[config.mk]
export PLATFORM = sky130hd
export DESIGN_NAME = hba_system
export DESIGN_NICKNAME = d
export VERILOG_FILES = /design/src/hba_pkg.sv /design/src/hba_bus_if.sv /design/src/uart_rx.sv /design/src/uart_tx.sv /design/src/hba_master.sv /design/src/hba_basicio.sv /design/src/hba_motor.sv /design/src/hba_system.sv
export SDC_FILE = /design/constraint.sdc
export NUM_CORES = 1
export LEC_CHECK = 0
export ABC_AREA = 1
export BUFFER_PORTS_ARGS = -buffer_cell sky130_fd_sc_hd__buf_2
export CAP_MARGIN = 5
export CORE_ASPECT_RATIO = 1.4
export CORE_MARGIN = 4
export CORE_UTILIZATION = 30
export CTS_CLUSTER_DIAMETER = 120
export DETAILED_ROUTE_END_ITERATION = 6
export GPL_TIMING_DRIVEN = 1
export REMOVE_ABC_BUFFERS = 1
export SYNTH_ARGS = -nofsm -noshare
export SYNTH_HDL_FRONTEND = slang
export SYNTH_SLANG_ARGS = --single-unit
[constraint.sdc]
create_clock -name clk -period 2.3 [get_ports clk]
set_input_delay 0.23 -clock clk [delete_from_list [all_inputs] [get_ports clk]]
set_output_delay 0.23 -clock clk [all_outputs]
set_load 0.02 [all_outputs]
[src/hba_pkg.sv]
`default_nettype none

package hba_pkg;

    // bus widths
    localparam int DBUS_WIDTH        = 8;
    localparam int REG_ADDR_WIDTH    = 8;
    localparam int PERIPH_ADDR_WIDTH = 4;

    // peripheral slots, same numbering as the board
    localparam logic [PERIPH_ADDR_WIDTH-1:0] BASICIO_PERIPH = 1;
    localparam logic [PERIPH_ADDR_WIDTH-1:0] MOTOR_PERIPH   = 3;

    // register map
    localparam logic [REG_ADDR_WIDTH-1:0] REG_LED     = 0;
    localparam logic [REG_ADDR_WIDTH-1:0] REG_BUTTONS = 1;
    localparam logic [REG_ADDR_WIDTH-1:0] REG_DUTY0   = 0;
    localparam logic [REG_ADDR_WIDTH-1:0] REG_DUTY1   = 1;
    localparam logic [REG_ADDR_WIDTH-1:0] REG_CTRL    = 2;

    // serial timing, short for fast sim
    localparam int CLKS_PER_BIT = 16;
    localparam int CNT_WIDTH    = $clog2(CLKS_PER_BIT);

    // upper nibble of command byte 0
    typedef enum logic [DBUS_WIDTH-PERIPH_ADDR_WIDTH-1:0] {
        OP_WRITE = 1,
        OP_READ  = 2
    } opcode_t;

    typedef enum logic [2:0] {MS_IDLE, MS_ADDR, MS_DATA, MS_BUS, MS_RESP} master_state_t;

    typedef enum logic [1:0] {US_IDLE, US_START, US_BITS, US_STOP} uart_state_t;

endpackage

`default_nettype wire

[src/hba_bus_if.sv]
`default_nettype none

// one instance per peripheral, the master decodes the slot
interface hba_bus_if import hba_pkg::*; ();

    logic                      en;       // one-cycle strobe
    logic                      wr;       // 1 = write, 0 = read
    logic [REG_ADDR_WIDTH-1:0] reg_addr;
    logic [DBUS_WIDTH-1:0]     wdata;
    logic [DBUS_WIDTH-1:0]     rdata;    // registered, valid cycle after en

    modport master (
        output en, wr, reg_addr, wdata,
        input  rdata
    );

    modport periph (
        input  en, wr, reg_addr, wdata,
        output rdata
    );

endinterface

`default_nettype wire

[src/uart_rx.sv]
`default_nettype none

module uart_rx import hba_pkg::*; (
    input  logic                  clk,
    input  logic                  reset,
    input  logic                  rxd,
    output logic                  rx_valid,
    output logic [DBUS_WIDTH-1:0] rx_data,
    input  logic                  rx_ready
);

    uart_state_t           state;
    logic                  rxd_meta, rxd_sync;   // two-flop sync
    logic [CNT_WIDTH-1:0]  clk_cnt;
    logic [2:0]            bit_cnt;
    logic [DBUS_WIDTH-1:0] shreg;
    logic                  bit_mid;              // centre of a data or stop bit
    logic                  load_byte;

    assign bit_mid   = (clk_cnt == CNT_WIDTH'(CLKS_PER_BIT - 1));
    // good stop bit and the holding byte is free, else the byte is dropped
    assign load_byte = (state == US_STOP) && bit_mid && rxd_sync && (!rx_valid || rx_ready);

    always_ff @(posedge clk) begin
        if (reset) begin
            rxd_meta <= 1'b1;   // line idles high
            rxd_sync <= 1'b1;
        end else begin
            rxd_meta <= rxd;
            rxd_sync <= rxd_meta;
        end
    end

    always_ff @(posedge clk) begin
        if (reset) begin
            state    <= US_IDLE;
            clk_cnt  <= '0;
            bit_cnt  <= '0;
            rx_valid <= 1'b0;
        end else begin
            clk_cnt <= clk_cnt + 1'b1;
            if (rx_valid && rx_ready)
                rx_valid <= 1'b0;       // handed over
            case (state)
                US_IDLE: begin
                    clk_cnt <= '0;
                    if (!rxd_sync)
                        state <= US_START;   // falling edge seen
                end
                US_START: begin
                    // confirm start bit half a bit later
                    if (clk_cnt == CNT_WIDTH'(CLKS_PER_BIT / 2 - 1)) begin
                        clk_cnt <= '0;
                        bit_cnt <= '0;
                        state   <= rxd_sync ? US_IDLE : US_BITS;   // glitch -> back off
                    end
                end
                US_BITS: begin
                    if (bit_mid) begin
                        bit_cnt <= bit_cnt + 1'b1;
                        if (bit_cnt == 3'd7)
                            state <= US_STOP;
                    end
                end
                US_STOP: begin
                    if (bit_mid)
                        state <= US_IDLE;
                    if (load_byte)
                        rx_valid <= 1'b1;
                end
                default: state <= US_IDLE;
            endcase
        end
    end

    // data path, lsb first
    always_ff @(posedge clk) begin
        if (state == US_BITS && bit_mid)
            shreg <= {rxd_sync, shreg[DBUS_WIDTH-1:1]};
        if (load_byte)
            rx_data <= shreg;
    end

    // held byte must not change until the master takes it
    a_rx_data_stable: assert property (@(posedge clk) disable iff (reset)
        rx_valid && !rx_ready |=> rx_valid && $stable(rx_data));

endmodule

`default_nettype wire

[src/uart_tx.sv]
`default_nettype none

module uart_tx import hba_pkg::*; (
    input  logic                  clk,
    input  logic                  reset,
    input  logic                  tx_valid,
    input  logic [DBUS_WIDTH-1:0] tx_data,
    output logic                  tx_ready,
    output logic                  txd
);

    uart_state_t           state;
    logic [CNT_WIDTH-1:0]  clk_cnt;
    logic [2:0]            bit_cnt;
    logic [DBUS_WIDTH-1:0] shreg;
    logic                  bit_end;

    assign tx_ready = (state == US_IDLE);
    assign bit_end  = (clk_cnt == CNT_WIDTH'(CLKS_PER_BIT - 1));

    always_ff @(posedge clk) begin
        if (reset) begin
            state   <= US_IDLE;
            txd     <= 1'b1;   // idle mark
            clk_cnt <= '0;
            bit_cnt <= '0;
        end else begin
            clk_cnt <= bit_end ? '0 : clk_cnt + 1'b1;
            case (state)
                US_IDLE: begin
                    clk_cnt <= '0;
                    bit_cnt <= '0;
                    if (tx_valid) begin
                        txd   <= 1'b0;       // start bit next cycle
                        state <= US_START;
                    end
                end
                US_START: if (bit_end) begin
                    txd   <= shreg[0];
                    state <= US_BITS;
                end
                US_BITS: if (bit_end) begin
                    bit_cnt <= bit_cnt + 1'b1;
                    if (bit_cnt == 3'd7) begin
                        txd   <= 1'b1;     // stop bit
                        state <= US_STOP;
                    end else begin
                        txd <= shreg[1];
                    end
                end
                US_STOP: if (bit_end)
                    state <= US_IDLE;
                default: state <= US_IDLE;
            endcase
        end
    end

    // shift register, loaded on transfer
    always_ff @(posedge clk) begin
        if (tx_valid && tx_ready)
            shreg <= tx_data;
        else if (state == US_BITS && bit_end)
            shreg <= shreg >> 1;
    end

endmodule

`default_nettype wire

[src/hba_master.sv]
`default_nettype none

module hba_master import hba_pkg::*; (
    input  logic                  clk,
    input  logic                  reset,
    input  logic                  rx_valid,
    input  logic [DBUS_WIDTH-1:0] rx_data,
    output logic                  rx_ready,
    output logic                  tx_valid,
    output logic [DBUS_WIDTH-1:0] tx_data,
    input  logic                  tx_ready,
    hba_bus_if.master             bus_basicio,
    hba_bus_if.master             bus_motor
);

    master_state_t                state;
    opcode_t                      op;
    logic                         is_write;
    logic                         bus_phase;   // 0 = en cycle, 1 = rdata cycle
    logic                         rx_xfer;
    logic                         bus_en;
    logic [PERIPH_ADDR_WIDTH-1:0] periph;
    logic [REG_ADDR_WIDTH-1:0]    reg_addr;
    logic [DBUS_WIDTH-1:0]        wdata;
    logic [DBUS_WIDTH-1:0]        resp;

    assign op       = opcode_t'(rx_data[DBUS_WIDTH-1:PERIPH_ADDR_WIDTH]);
    assign rx_ready = (state == MS_IDLE) || (state == MS_ADDR) || (state == MS_DATA);
    assign rx_xfer  = rx_valid && rx_ready;
    assign bus_en   = (state == MS_BUS) && !bus_phase;
    assign tx_valid = (state == MS_RESP);
    assign tx_data  = resp;

    // slot decode, unmapped slots never see en
    assign bus_basicio.en       = bus_en && (periph == BASICIO_PERIPH);
    assign bus_motor.en         = bus_en && (periph == MOTOR_PERIPH);
    assign bus_basicio.wr       = is_write;
    assign bus_motor.wr         = is_write;
    assign bus_basicio.reg_addr = reg_addr;
    assign bus_motor.reg_addr   = reg_addr;
    assign bus_basicio.wdata    = wdata;
    assign bus_motor.wdata      = wdata;

    always_ff @(posedge clk) begin
        if (reset) begin
            state     <= MS_IDLE;
            is_write  <= 1'b0;
            bus_phase <= 1'b0;
        end else begin
            case (state)
                MS_IDLE: if (rx_xfer) begin
                    is_write <= (op == OP_WRITE);
                    if (op == OP_WRITE || op == OP_READ)
                        state <= MS_ADDR;   // unknown opcode stays idle
                end
                MS_ADDR: if (rx_xfer)
                    state <= is_write ? MS_DATA : MS_BUS;
                MS_DATA: if (rx_xfer)
                    state <= MS_BUS;
                MS_BUS: begin
                    if (!bus_phase) begin
                        if (is_write)
                            state <= MS_IDLE;   // write lands at end of en
                        else
                            bus_phase <= 1'b1;
                    end else begin
                        bus_phase <= 1'b0;
                        state     <= MS_RESP;
                    end
                end
                MS_RESP: if (tx_ready)
                    state <= MS_IDLE;   // rx held off until here
                default: state <= MS_IDLE;
            endcase
        end
    end

    // command fields and response byte
    always_ff @(posedge clk) begin
        if (rx_xfer) begin
            case (state)
                MS_IDLE: periph   <= rx_data[PERIPH_ADDR_WIDTH-1:0];
                MS_ADDR: reg_addr <= rx_data;
                MS_DATA: wdata    <= rx_data;
                default: ;
            endcase
        end
        if (state == MS_BUS && bus_phase) begin
            case (periph)
                BASICIO_PERIPH: resp <= bus_basicio.rdata;
                MOTOR_PERIPH:   resp <= bus_motor.rdata;
                default:        resp <= '0;   // empty slot reads 0
            endcase
        end
    end

    a_one_hot_en: assert property (@(posedge clk) disable iff (reset)
        !(bus_basicio.en && bus_motor.en));

    a_tx_hold: assert property (@(posedge clk) disable iff (reset)
        tx_valid && !tx_ready |=> tx_valid && $stable(tx_data));

endmodule

`default_nettype wire

[src/hba_basicio.sv]
`default_nettype none

module hba_basicio import hba_pkg::*; (
    input  logic                  clk,
    input  logic                  reset,
    hba_bus_if.periph             bus,
    input  logic [1:0]            buttons,
    output logic [DBUS_WIDTH-1:0] led
);

    logic [1:0] btn_meta;
    logic [1:0] btn_sync;   // async buttons, two flops

    always_ff @(posedge clk) begin
        if (reset) begin
            led      <= '0;
            btn_meta <= '0;
            btn_sync <= '0;
        end else begin
            btn_meta <= buttons;
            btn_sync <= btn_meta;
            if (bus.en && bus.wr && bus.reg_addr == REG_LED)
                led <= bus.wdata;
        end
    end

    // read port, answers in the cycle after en
    always_ff @(posedge clk) begin
        if (bus.en) begin
            case (bus.reg_addr)
                REG_LED:     bus.rdata <= led;
                REG_BUTTONS: bus.rdata <= {{(DBUS_WIDTH-2){1'b0}}, btn_sync};
                default:     bus.rdata <= '0;
            endcase
        end
    end

endmodule

`default_nettype wire

[src/hba_motor.sv]
`default_nettype none

module hba_motor import hba_pkg::*; (
    input  logic       clk,
    input  logic       reset,
    hba_bus_if.periph  bus,
    output logic [1:0] motor_pwm,
    output logic [1:0] motor_dir,
    output logic [1:0] motor_float_n
);

    logic [DBUS_WIDTH-1:0] duty0;
    logic [DBUS_WIDTH-1:0] duty1;
    logic [3:0]            ctrl;      // {float_n[1:0], dir[1:0]}
    logic [DBUS_WIDTH-1:0] pwm_cnt;   // free running, wraps at 256
    logic                  wr_en;

    assign wr_en         = bus.en && bus.wr;
    assign motor_dir     = ctrl[1:0];
    assign motor_float_n = ctrl[3:2];   // 0 = coasting

    always_ff @(posedge clk) begin
        if (reset) begin
            duty0     <= '0;
            duty1     <= '0;
            ctrl      <= '0;
            pwm_cnt   <= '0;
            motor_pwm <= '0;
        end else begin
            pwm_cnt <= pwm_cnt + 1'b1;
            // high for duty counts out of 256
            motor_pwm <= {pwm_cnt < duty1, pwm_cnt < duty0};
            if (wr_en) begin
                case (bus.reg_addr)
                    REG_DUTY0: duty0 <= bus.wdata;
                    REG_DUTY1: duty1 <= bus.wdata;
                    REG_CTRL:  ctrl  <= bus.wdata[3:0];
                    default:   ;
                endcase
            end
        end
    end

    always_ff @(posedge clk) begin
        if (bus.en) begin
            case (bus.reg_addr)
                REG_DUTY0: bus.rdata <= duty0;
                REG_DUTY1: bus.rdata <= duty1;
                REG_CTRL:  bus.rdata <= {{(DBUS_WIDTH-4){1'b0}}, ctrl};
                default:   bus.rdata <= '0;
            endcase
        end
    end

endmodule

`default_nettype wire

[src/hba_system.sv]
`default_nettype none

module hba_system import hba_pkg::*; (
    input  logic       clk,
    input  logic       reset,
    input  logic       rxd,
    output logic       txd,
    input  logic [1:0] buttons,
    output logic [7:0] led,
    output logic [1:0] motor_pwm,
    output logic [1:0] motor_dir,
    output logic [1:0] motor_float_n
);

    logic                  rx_valid;
    logic [DBUS_WIDTH-1:0] rx_data;
    logic                  rx_ready;
    logic                  tx_valid;
    logic [DBUS_WIDTH-1:0] tx_data;
    logic                  tx_ready;

    hba_bus_if bus_basicio ();   // slot 1
    hba_bus_if bus_motor ();     // slot 3

    uart_rx u_uart_rx (
        .clk      (clk),
        .reset    (reset),
        .rxd      (rxd),
        .rx_valid (rx_valid),
        .rx_data  (rx_data),
        .rx_ready (rx_ready)
    );

    hba_master u_master (
        .clk         (clk),
        .reset       (reset),
        .rx_valid    (rx_valid),
        .rx_data     (rx_data),
        .rx_ready    (rx_ready),
        .tx_valid    (tx_valid),
        .tx_data     (tx_data),
        .tx_ready    (tx_ready),
        .bus_basicio (bus_basicio),
        .bus_motor   (bus_motor)
    );

    hba_basicio u_basicio (
        .clk     (clk),
        .reset   (reset),
        .bus     (bus_basicio),
        .buttons (buttons),
        .led     (led)
    );

    hba_motor u_motor (
        .clk           (clk),
        .reset         (reset),
        .bus           (bus_motor),
        .motor_pwm     (motor_pwm),
        .motor_dir     (motor_dir),
        .motor_float_n (motor_float_n)
    );

    uart_tx u_uart_tx (
        .clk      (clk),
        .reset    (reset),
        .tx_valid (tx_valid),
        .tx_data  (tx_data),
        .tx_ready (tx_ready),
        .txd      (txd)
    );

endmodule

`default_nettype wire

==> impl_metrics.yaml, run 1 <==
status:
  status: "completed"
synth:
  yosys_warnings: 0
  synth_compound_area_share_pct: 8.36
  yosys.area_share.simple_pct: 19.2
  yosys.cell_types.count: 38
  seq_area_frac_synth_pct: 57.9
  ys_ff_latch: 137
  synth_top_family_by_area: "simple AND/OR/NAND/NOR gates"
  yosys.area_share.xor_xnor_pct: 0.296
  muxShareOfSynthArea_pct: 1.33
  syn_area_per_cell_um2: 9.71
  syn-cell-area_um2: 5910
  synthAdderAreaFrac_pct: 6.35
  syn_inst: 609
sta:
  fmax_mhz: 590
  finalCritPeriodShare_pct: 73.7
  setup_viol: 0
  hold_slack_ns: 0.307
  finalHoldViolations: 0
  fin_crit_ns: 1.69
  worst_slew_pin_slew_ns: 0.712
  grt_setup_unrepaired: "false"
  timing.setup.tns_ns: 0
  relSlewSlack_pct: 52.4
  drv_slew: 0
  finClkSkew_ns: 0.0116
setup_path:
  cp_top_family: "simple AND/OR/NAND/NOR gates"
  crit_type: "register to register"
  critPathBufInv: 0
  path_max_fanout: 10
  critPathRequiredTime_ns: 2.34
  critPathLaunchType: "register"
  critPathArrivalTime_ns: 1.73
  crit_slowest_cell: "nor2_1"
  critPathCapture: "u_master.tx_data[1]"
  crit_chain: "nand3_1, nor2_1"
  reg2regPathDepth: 2
  endpoint_kind: "register"
  path_depth: 2
  cp-startpoint: "u_master.state[0]"
  r2r_slack_ns: 0.61
  critPathMaxStageDelay_ns: 0.58
  r2r-end: "u_master.tx_data[1]"
  r2r_start: "u_master.state[0]"
pwr:
  p_sw_share_pct: 26.3
  switchingPower_mw: 1.55
  p_clk_share_pct: 45.1
  leakage_nw: 2.74
  p_per_area_nw_per_um2: 849
  p_int_mw: 4.34
  comb_power_share_pct: 9.2
  power_frac_seq_pct: 45.7
  peakVddDrop_mv: 0.620
global_route:
  globalRouteTotalUtil_pct: 11.2
  grt_pass1_vias: 3813
  grt_max_degree: 23
  grt_pass1_wl_um: 19300
  gr-total-overflow: 0
  antenna_found_initial: 0
drt:
  viasPerCell: 4.36
  first_pass_iters: 4
  first_iter_violations: 146
  wl_per_cell_um: 12.8
  drc: 0
  wl_um: 11700
  via_count: 3967
  antenna_left: 0
layout:
  area.growth.synth_to_final_pct: 17.3
  insertedDiodeCount: 0
  fin_nets: 683
  layout_common_cells: "nor2_1, inv_1, nand2_1"
  layout_commonest_cell: "nor2_1"
  drive_above_1_share_pct: 13.6
clock_network:
  cts_tree: "built"
  htreeDepth: 4
  cts-root-buf: "clkbuf_16"
  cts_sinks: 137
  cts.repair.resized: 0
  clk_latency_ns: 0.42
  cts_buffer_depth: 2
  path_clk_slew_ns: 0.06
  cts_made_buffers: 17
die:
  die_h_um: 174
  ios: 20
  rows: 60
  start_util_pct: 30.6
  core_area_um2: 19300
  die_w_um: 127
  die_area_um2: 22000
worst_hold_path:
  hold_class: "input pin to register"
place:
  place.detailed.hpwl_um: 8850
  gp_congestion: 0.789
  portBuffers: 19
job:
  max_cap_violations: 0
[worst min-delay path by stage]
stage | from | to | slack (ns) | cells past startpoint
2_1_floorplan | reset | u_motor.pwm_cnt[0] | 0.30 | 1
6_report | reset | u_basicio.btn_meta[1] | 0.31 | 3
4_1_cts | reset | u_basicio.btn_meta[1] | 0.29 | 3
5_1_grt | reset | u_basicio.btn_sync[1] | 0.32 | 3
3_5_place_dp | u_uart_rx.rxd_meta | u_uart_rx.rxd_sync | 0.40 | 1
3_3_place_gp | u_uart_rx.rxd_meta | u_uart_rx.rxd_sync | 0.39 | 1
[metrics by stage]
stage | instances | util (%) | setup slack (ns) | total power, mW | instance area, um2
after CTS | 909 | 35.9 | 0.571 | 5.98 | 6930
after detailed placement | 874 | 32.8 | 0.580 | 3.29 | 6320
final | 909 | 35.9 | 0.606 | 5.89 | 6930
after floorplan | 599 | - | 0.668 | 3.15 | 5860
after global routing | 909 | 35.9 | 0.439 | 6.19 | 6930
after global placement | 874 | 32.8 | 0.652 | 3.28 | 6320
[routing by layer]
metal  GRT usage [%]  part of all wire, %  up-vias
met2            20.6                   54       47
met3            3.14                  2.7       24
met5               0                    0        -
met1            11.5                   40     1800
met4            5.32                  3.6        0
li1                -                    -     2096
[cell usage after synthesis]
| master | n | area, um2 |
|---|---|---|
| or2_2 | 2 | 12.5 |
| nor4_1 | 1 | 6.26 |
| clkinv_4 | 2 | 17.5 |
| edfxtp_1 | 68 | 2040 |
| ha_1 | 30 | 375 |
| nand2_1 | 72 | 270 |
| o21bai_1 | 1 | 7.51 |
| inv_1 | 82 | 308 |
| nor2_4 | 2 | 22.5 |
| nand3b_1 | 1 | 7.51 |
| clkinv_1 | 1 | 3.75 |
| a22o_1 | 2 | 17.5 |
| xnor2_1 | 1 | 8.76 |
| buf_4 | 2 | 15.0 |
| nand2_2 | 1 | 6.26 |
| inv_2 | 2 | 7.51 |
| o21a_1 | 1 | 7.51 |
| nor3_1 | 8 | 40.0 |
| dfxtp_1 | 69 | 1380 |
| buf_6 | 1 | 11.3 |
| nand2_4 | 2 | 22.5 |
| o21ai_0 | 43 | 215 |
| nand3_2 | 6 | 60.1 |
| a211oi_1 | 2 | 15.0 |
| nand4_1 | 6 | 37.5 |
| nand3_4 | 2 | 35.0 |
| o22ai_1 | 5 | 31.3 |
| nand3_1 | 21 | 105 |
| a21oi_1 | 25 | 125 |
| o21ai_1 | 9 | 45.0 |
| buf_2 | 1 | 5.00 |
| clkbuf_1 | 6 | 22.5 |
| nor2_8 | 3 | 60.1 |
| o211ai_1 | 4 | 30.0 |
| xor2_1 | 1 | 8.76 |
| nor2_2 | 3 | 18.8 |
| nor2_1 | 114 | 428 |
| mux2_2 | 7 | 78.8 |
[what timing repair did]
item	in CTS	in global routing
setup buffers	0	0
hold buffers	3	0
hold endpoints to repair	3	0
endpoints found under the setup margin	0	0
[tightest hold or removal path, stage by stage]
cell	delay [ns]
buf_2	0.10
buf_4	0.22
nor2_1	0.12
[kinds of logic (layout without fill, tap and decap cells)]
family	after synthesis	after routing
AO/OA/AOI/OAI	92	92
adder cells (fa/ha/maj)	30	30
multiplexers	7	7
buffers and inverters	97	149
flip-flops	137	137
AND/OR/NAND/NOR	244	244
XOR/XNOR	2	2
[cell type report]
cell class	count	area [um2]
clock inverters	15	155
well taps	248	310
multi-input cells	375	2100
fillers	1935	12400
clock buffers	17	425
inverters	87	337
repair buffers	30	185
flip-flops and latches	137	3420
[power groups by stage]
stage,combinational [mW],sequential [mW],clock (mW)
2_1_floorplan,0.416,2.73,0
3_3_place_gp,0.543,2.74,0
3_5_place_dp,0.547,2.74,0
4_1_cts,0.554,2.69,2.74
5_1_grt,0.641,2.70,2.85
6_report,0.544,2.69,2.66
Power figures use the tool's default switching activity.
==> run 2, diff against run 1 <==
- ABC_AREA: 1 -> 0
- clock period: 2.3 -> 1.38 ns (I/O delays scaled with it)
==> run 2 against run 1 <==
Against the previous run:
- the flow now finishes with violations (setup timing)
- clock skew is 0.0042 ns lower
- combinational power increased by 21%
- first-iteration DRC count rose by 43%
- wire length increased by 15%
- clock-buffer cell count increased by 2
- synthesized area up 1.0%
- final cell count shrank 4.1%
- largest power group is now clock
- highest routed layer unchanged
==> impl_metrics.yaml, run 2 <==
status:
  status: "complete, but fails checks"
  violations: "setup timing"
synth:
  yosys.cell_types.count: 56
  synthTopCellsByArea: "edfxtp_1, dfxtp_1, mux2i_1"
  syn-cell-area_um2: 5970
  yosysMostFrequentCell: "dfxtp_1"
  seq_area_frac_synth_pct: 57.3
  synthTopCellsByCount: "dfxtp_1, edfxtp_1, nor2_1"
  synth_area_leader_cell: "edfxtp_1"
  synthFlopType: "dfxtp_1"
  ys_ff_latch: 137
  synth_top_area_share_pct: 34.2
  async_flop_share_pct: 0
  synth-edff-count: 68
  syn_area_per_cell_um2: 12.1
  yosys_warnings: 0
  syn_inst: 492
die:
  die_area_um2: 22300
  die_w_um: 127
  rows: 60
  die_h_um: 175
  start_util_pct: 30.8
  core_area_um2: 19400
  ios: 20
drt:
  antenna_left: 0
  via_count: 4041
  drc: 0
  first_pass_iters: 6
  wl_um: 13500
  wl_per_cell_um: 15.5
  first_iter_violations: 209
  viasPerCell: 4.63
clock_network:
  cts_sinks: 137
  cts_buffer_depth: 2
  clk_latency_ns: 0.42
  htreeDepth: 4
  cts-root-buf: "clkbuf_16"
  path_clk_slew_ns: 0.06
  cts_tree: "built"
  cts_made_buffers: 17
setup_path:
  crit_chain: "or4_4, or4_4, nor2_4, and2_4"
  cpMostUsedCell: "or4_4"
  cp_top_family: "simple AND/OR/NAND/NOR gates"
  path_max_fanout: 6
  critPathLaunchType: "register"
  crit_type: "register to register"
  path_depth: 4
  cp-startpoint: "u_master.bus_basicio.reg_addr[3]"
  crit_slowest_cell: "or4_4"
  endpoint_kind: "register"
  critPathArrivalTime_ns: 2.12
  critPathBufInv: 0
  critPathRequiredTime_ns: 1.68
  reg2regPathDepth: 4
  r2r_start: "u_master.bus_basicio.reg_addr[3]"
  critPathMaxStageDelay_ns: 0.57
layout:
  finalCoreUtilization_pct: 42.6
  layout.cells.non_filler: 872
  fill_cells: 1793
  layout_common_cells: "edfxtp_1, buf_4, dfxtp_1"
  area.growth.synth_to_final_pct: 38.2
  insertedDiodeCount: 0
  layout_commonest_cell: "edfxtp_1"
  drive_above_1_share_pct: 37.0
  design_area_um2: 8260
  fin_nets: 646
pwr:
  total_power_mw: 9.98
  p_per_area_nw_per_um2: 1210
  peakVddDrop_mv: 0.660
  leakage_nw: 3.22
global_route:
  grt_pass1_wl_um: 21200
  grt_max_degree: 31
  antenna_found_initial: 0
  globalRouteTotalUtil_pct: 12.2
  grt_pass1_vias: 4317
  gr-total-overflow: 0
sta:
  relSlewSlack_pct: 73.3
  finalCritPeriodShare_pct: 132
  fmax_mhz: 548
  fin_ws_ns: -0.445
  setup_viol: 99
  finClkSkew_ns: 0.00744
  grt_setup_unrepaired: "true"
  finalHoldViolations: 0
  worst_slew_pin_slew_ns: 0.390
  fin_crit_ns: 1.82
  drv_slew: 0
place:
  postPlaceCellArea_um2: 6860
  gp_congestion: 0.812
  portBuffers: 19
  dp.cells: 815
  place.detailed.hpwl_um: 9460
  pre_cts_ws_ns: -0.516
worst_hold_path:
  hold_class: "input pin to register"
  min_from: "reset"
  whs_path_depth: 3
job:
  max_cap_violations: 0
[run 2: cell count changes after synthesis, moves of 6 or more]
cell / before / now
mux2i_1: 0 / 42
nand2_1: 72 / 11
nor2b_1: 0 / 8
nand2b_1: 0 / 38
o21ai_0: 43 / 14
a22o_1: 2 / 10
o21ai_1: 9 / 0
inv_1: 82 / 28
nor2_1: 114 / 50
nand3_1: 21 / 10
nand3_2: 6 / 0
a21oi_1: 25 / 14
and2_1: 0 / 8
[run 2: final cells by class]
| cell class | count | area [um2] | share of cell area [%] |
|---|---|---|---|
| Inverter | 28 | 108 | 1.30 |
| Sequential cell | 137 | 3440 | 41.7 |
| Tap cell | 248 | 310 | 3.76 |
| Clock buffer | 19 | 433 | 5.24 |
| Clock inverter | 13 | 215 | 2.61 |
| Timing Repair Buffer | 114 | 957 | 11.6 |
| Multi-Input combinational cell | 313 | 2790 | 33.8 |
[run 2: worst paths after layout]
path                       endpoint  slack (ns)
max          u_basicio.bus.rdata[5]       -0.44
min            u_uart_tx.bit_cnt[0]        0.24
max reg2reg  u_basicio.bus.rdata[5]       -0.44
min reg2reg      u_uart_rx.rxd_sync        0.40
[run 2: power by group]
part           switching (mW)  internal, mW
clock                    1.77          3.23
sequential             0.0404          4.28
combinational           0.325         0.334
total                    2.14          7.85
[run 2: worst min-delay path, delay by kind of cell]
kind,cells,cell delay [ns]
and+or+nand+nor,1,0.09
buffers and inverters,2,0.38
[run 2: repair_timing]
| action | in CTS | in global routing |
|---|---|---|
| hold buffers | 3 | 0 |
| cloned | 1 | 0 |
| endpoints found under the hold margin | 3 | 0 |
| pin swaps | 26 | 28 |
| endpoints found under the setup margin | 124 | 131 |
| gates resized for setup | 70 | 71 |
| setup buffers | 7 | 17 |
[run 2: logic make-up (layout without fill, tap and decap cells)]
family | after synthesis | after routing | share of synthesized area [%]
compound gates | 58 | 58 | 6.43
xor+xnor | 11 | 11 | 1.61
fa+ha+maj | 30 | 30 | 6.29
buf+inv | 42 | 174 | 2.83
flops | 137 | 137 | 57.3
mux | 51 | 51 | 8.74
simple gates | 163 | 163 | 16.8
[run 2: metrics by stage]
| step | hold WS (ns) | setup TNS [ns] |
|---|---|---|
| global placement | 0.323 | -29.70 |
| finish | 0.237 | -23.16 |
| floorplan | 0.205 | -52.56 |
| global route | 0.257 | -29.10 |
| CTS | 0.234 | -22.73 |
| detailed placement | 0.327 | -33.31 |
[run 2: metal layers]
metal	part of all wire, %	vias up	global-route usage, %
met5	0	-	0
met4	3.6	0	5.68
met3	3.6	34	3.73
met2	56	58	23.0
met1	37	1954	12.1
li1	-	1995	-
==> run 3, diff against run 2 <==
- CAP_MARGIN: 5 -> 20
- REMOVE_ABC_BUFFERS: 1 -> not set
==> run 3 against run 2 <==
Against the previous run:
- the run still ends with setup timing left
- clock power down 16%
- wire length down 1.8%
- sequential power barely moved
- critical endpoint is now u_basicio.bus.rdata[7]
- clock skew grew 0.0090 ns
- largest cell class unchanged
==> impl_metrics.yaml, run 3 (synthesis results as in run 2) <==
sta:
  fin_ws_ns: -0.417
  drv_slew: 0
  finalCritPeriodShare_pct: 130
  timing.setup.tns_ns: -21.60
  grt_setup_unrepaired: "true"
  finClkSkew_ns: 0.0164
  finalHoldViolations: 0
  worst_slew_pin_slew_ns: 0.411
  fmax_mhz: 557
  fin_crit_ns: 1.80
  relSlewSlack_pct: 71.8
  setup_viol: 102
die:
  die_w_um: 127
  start_util_pct: 30.8
  die_h_um: 175
  ios: 20
  die_area_um2: 22300
  rows: 60
  core_area_um2: 19400
drt:
  drc: 0
  antenna_left: 0
  first_iter_violations: 107
  viasPerCell: 4.65
  via_count: 4049
  wl_um: 13200
  first_pass_iters: 4
  wl_per_cell_um: 15.2
setup_path:
  critPathMaxStageDelay_ns: 0.57
  critPathLaunchType: "register"
  critPathRequiredTime_ns: 1.67
  path_depth: 4
  crit_slowest_cell: "or4_4"
  critPathCapture: "u_basicio.bus.rdata[7]"
  critPathBufInv: 0
  cp_top_family: "simple AND/OR/NAND/NOR gates"
  cpMostUsedCell: "or4_4"
  endpoint_kind: "register"
  crit_type: "register to register"
  crit_chain: "or4_4, or4_4, nor2_4, and2_1"
  reg2regPathDepth: 4
  r2r_start: "u_master.bus_basicio.reg_addr[3]"
  critPathArrivalTime_ns: 2.09
  r2r_slack_ns: -0.42
  cp-startpoint: "u_master.bus_basicio.reg_addr[3]"
  r2r-end: "u_basicio.bus.rdata[7]"
  path_max_fanout: 6
global_route:
  grt_max_degree: 23
  antenna_found_initial: 0
  grt_pass1_wl_um: 21200
  globalRouteTotalUtil_pct: 12.2
  gr-total-overflow: 0
  grt_pass1_vias: 4217
pwr:
  p_per_area_nw_per_um2: 1120
  leakage_nw: 3.17
  peakVddDrop_mv: 0.670
clock_network:
  cts_tree: "built"
  cts-root-buf: "clkbuf_16"
  path_clk_slew_ns: 0.06
  clk_latency_ns: 0.42
  cts_made_buffers: 17
  cts_sinks: 137
  htreeDepth: 4
  cts_buffer_depth: 2
job:
  max_cap_violations: 0
status:
  status: "complete, but fails checks"
  violations: "setup timing"
layout:
  area.growth.synth_to_final_pct: 36.8
  design_area_um2: 8170
  layout_common_cells: "edfxtp_1, dfxtp_1, buf_4"
  final-seq-area_um2: 3440
  multi_input_comb_area_um2: 2790
  drive_above_1_share_pct: 35.9
  fin_nets: 644
  insertedDiodeCount: 0
  layout_commonest_cell: "edfxtp_1"
  fill_cells: 1834
place:
  gp_congestion: 0.835
  portBuffers: 19
  postPlaceCellArea_um2: 7080
  place.detailed.hpwl_um: 9670
synth:
  synth_nets: 527
worst_hold_path:
  hold_class: "input pin to register"
-- run 3: worst register-to-register path, stage by stage (launching register included) --
cell	delay [ns]
edfxtp_1	0.35
or4_4	0.57
or4_4	0.46
nor2_4	0.14
and2_1	0.15
-- run 3: worst min path at each step --
stage                     start  slack (ns)            endpoint  cells after the start
after global routing      reset        0.10  u_motor.pwm_cnt[6]                      2
after global placement      rxd        0.33  u_uart_rx.rxd_meta                      2
final                     reset        0.09  u_motor.pwm_cnt[7]                      2
after floorplan             rxd        0.24  u_uart_rx.rxd_meta                      1
after detailed placement    rxd        0.33  u_uart_rx.rxd_meta                      2
after CTS                 reset        0.09  u_motor.pwm_cnt[4]                      2
-- run 3: layout make-up --
type | instances | share of cell area (%)
Clock inverter | 14 | 1.53
Tap cell | 248 | 3.80
Multi-Input combinational cell | 313 | 34.2
Sequential cell | 137 | 42.1
Timing Repair Buffer | 112 | 11.7
Clock buffer | 18 | 5.25
Inverter | 28 | 1.38
-- run 3: power breakdown --
group	internal, mW	switching, mW
combinational	0.316	0.311
clock	2.48	1.72
sequential	4.28	0.0408
-- run 3: through the flow --
stage	hold slack, ns	total power [mW]	utilization (%)	setup slack (ns)	instances
3_5_place_dp	0.327	4.88	36.6	-0.428	821
3_3_place_gp	0.333	4.86	36.6	-0.391	821
4_1_cts	0.0861	9.15	41.3	-0.425	868
5_1_grt	0.104	9.52	42.2	-0.492	870
6_report	0.0944	9.15	42.2	-0.417	870
2_1_floorplan	0.242	4.70	-	-0.609	492
-- run 3: per-layer routing --
layer,global-route usage [%],vias up,wire length [um],part of all wire (%)
li1,-,1998,-,-
met1,11.8,1988,4730,36
met2,24.2,47,7900,60
met3,3.03,16,357,2.7
met4,4.70,0,251,1.9
met5,0,-,0,0
-- run 3: repair_timing --
item                                    in CTS  in global routing
buffers inserted                            12                  4
hold buffers                                 3                  0
gates resized for setup                     59                 40
endpoints found under the hold margin        3                  0
cloned                                       1                  0
pin swaps                                   25                 21
endpoints found under the setup margin     128                139
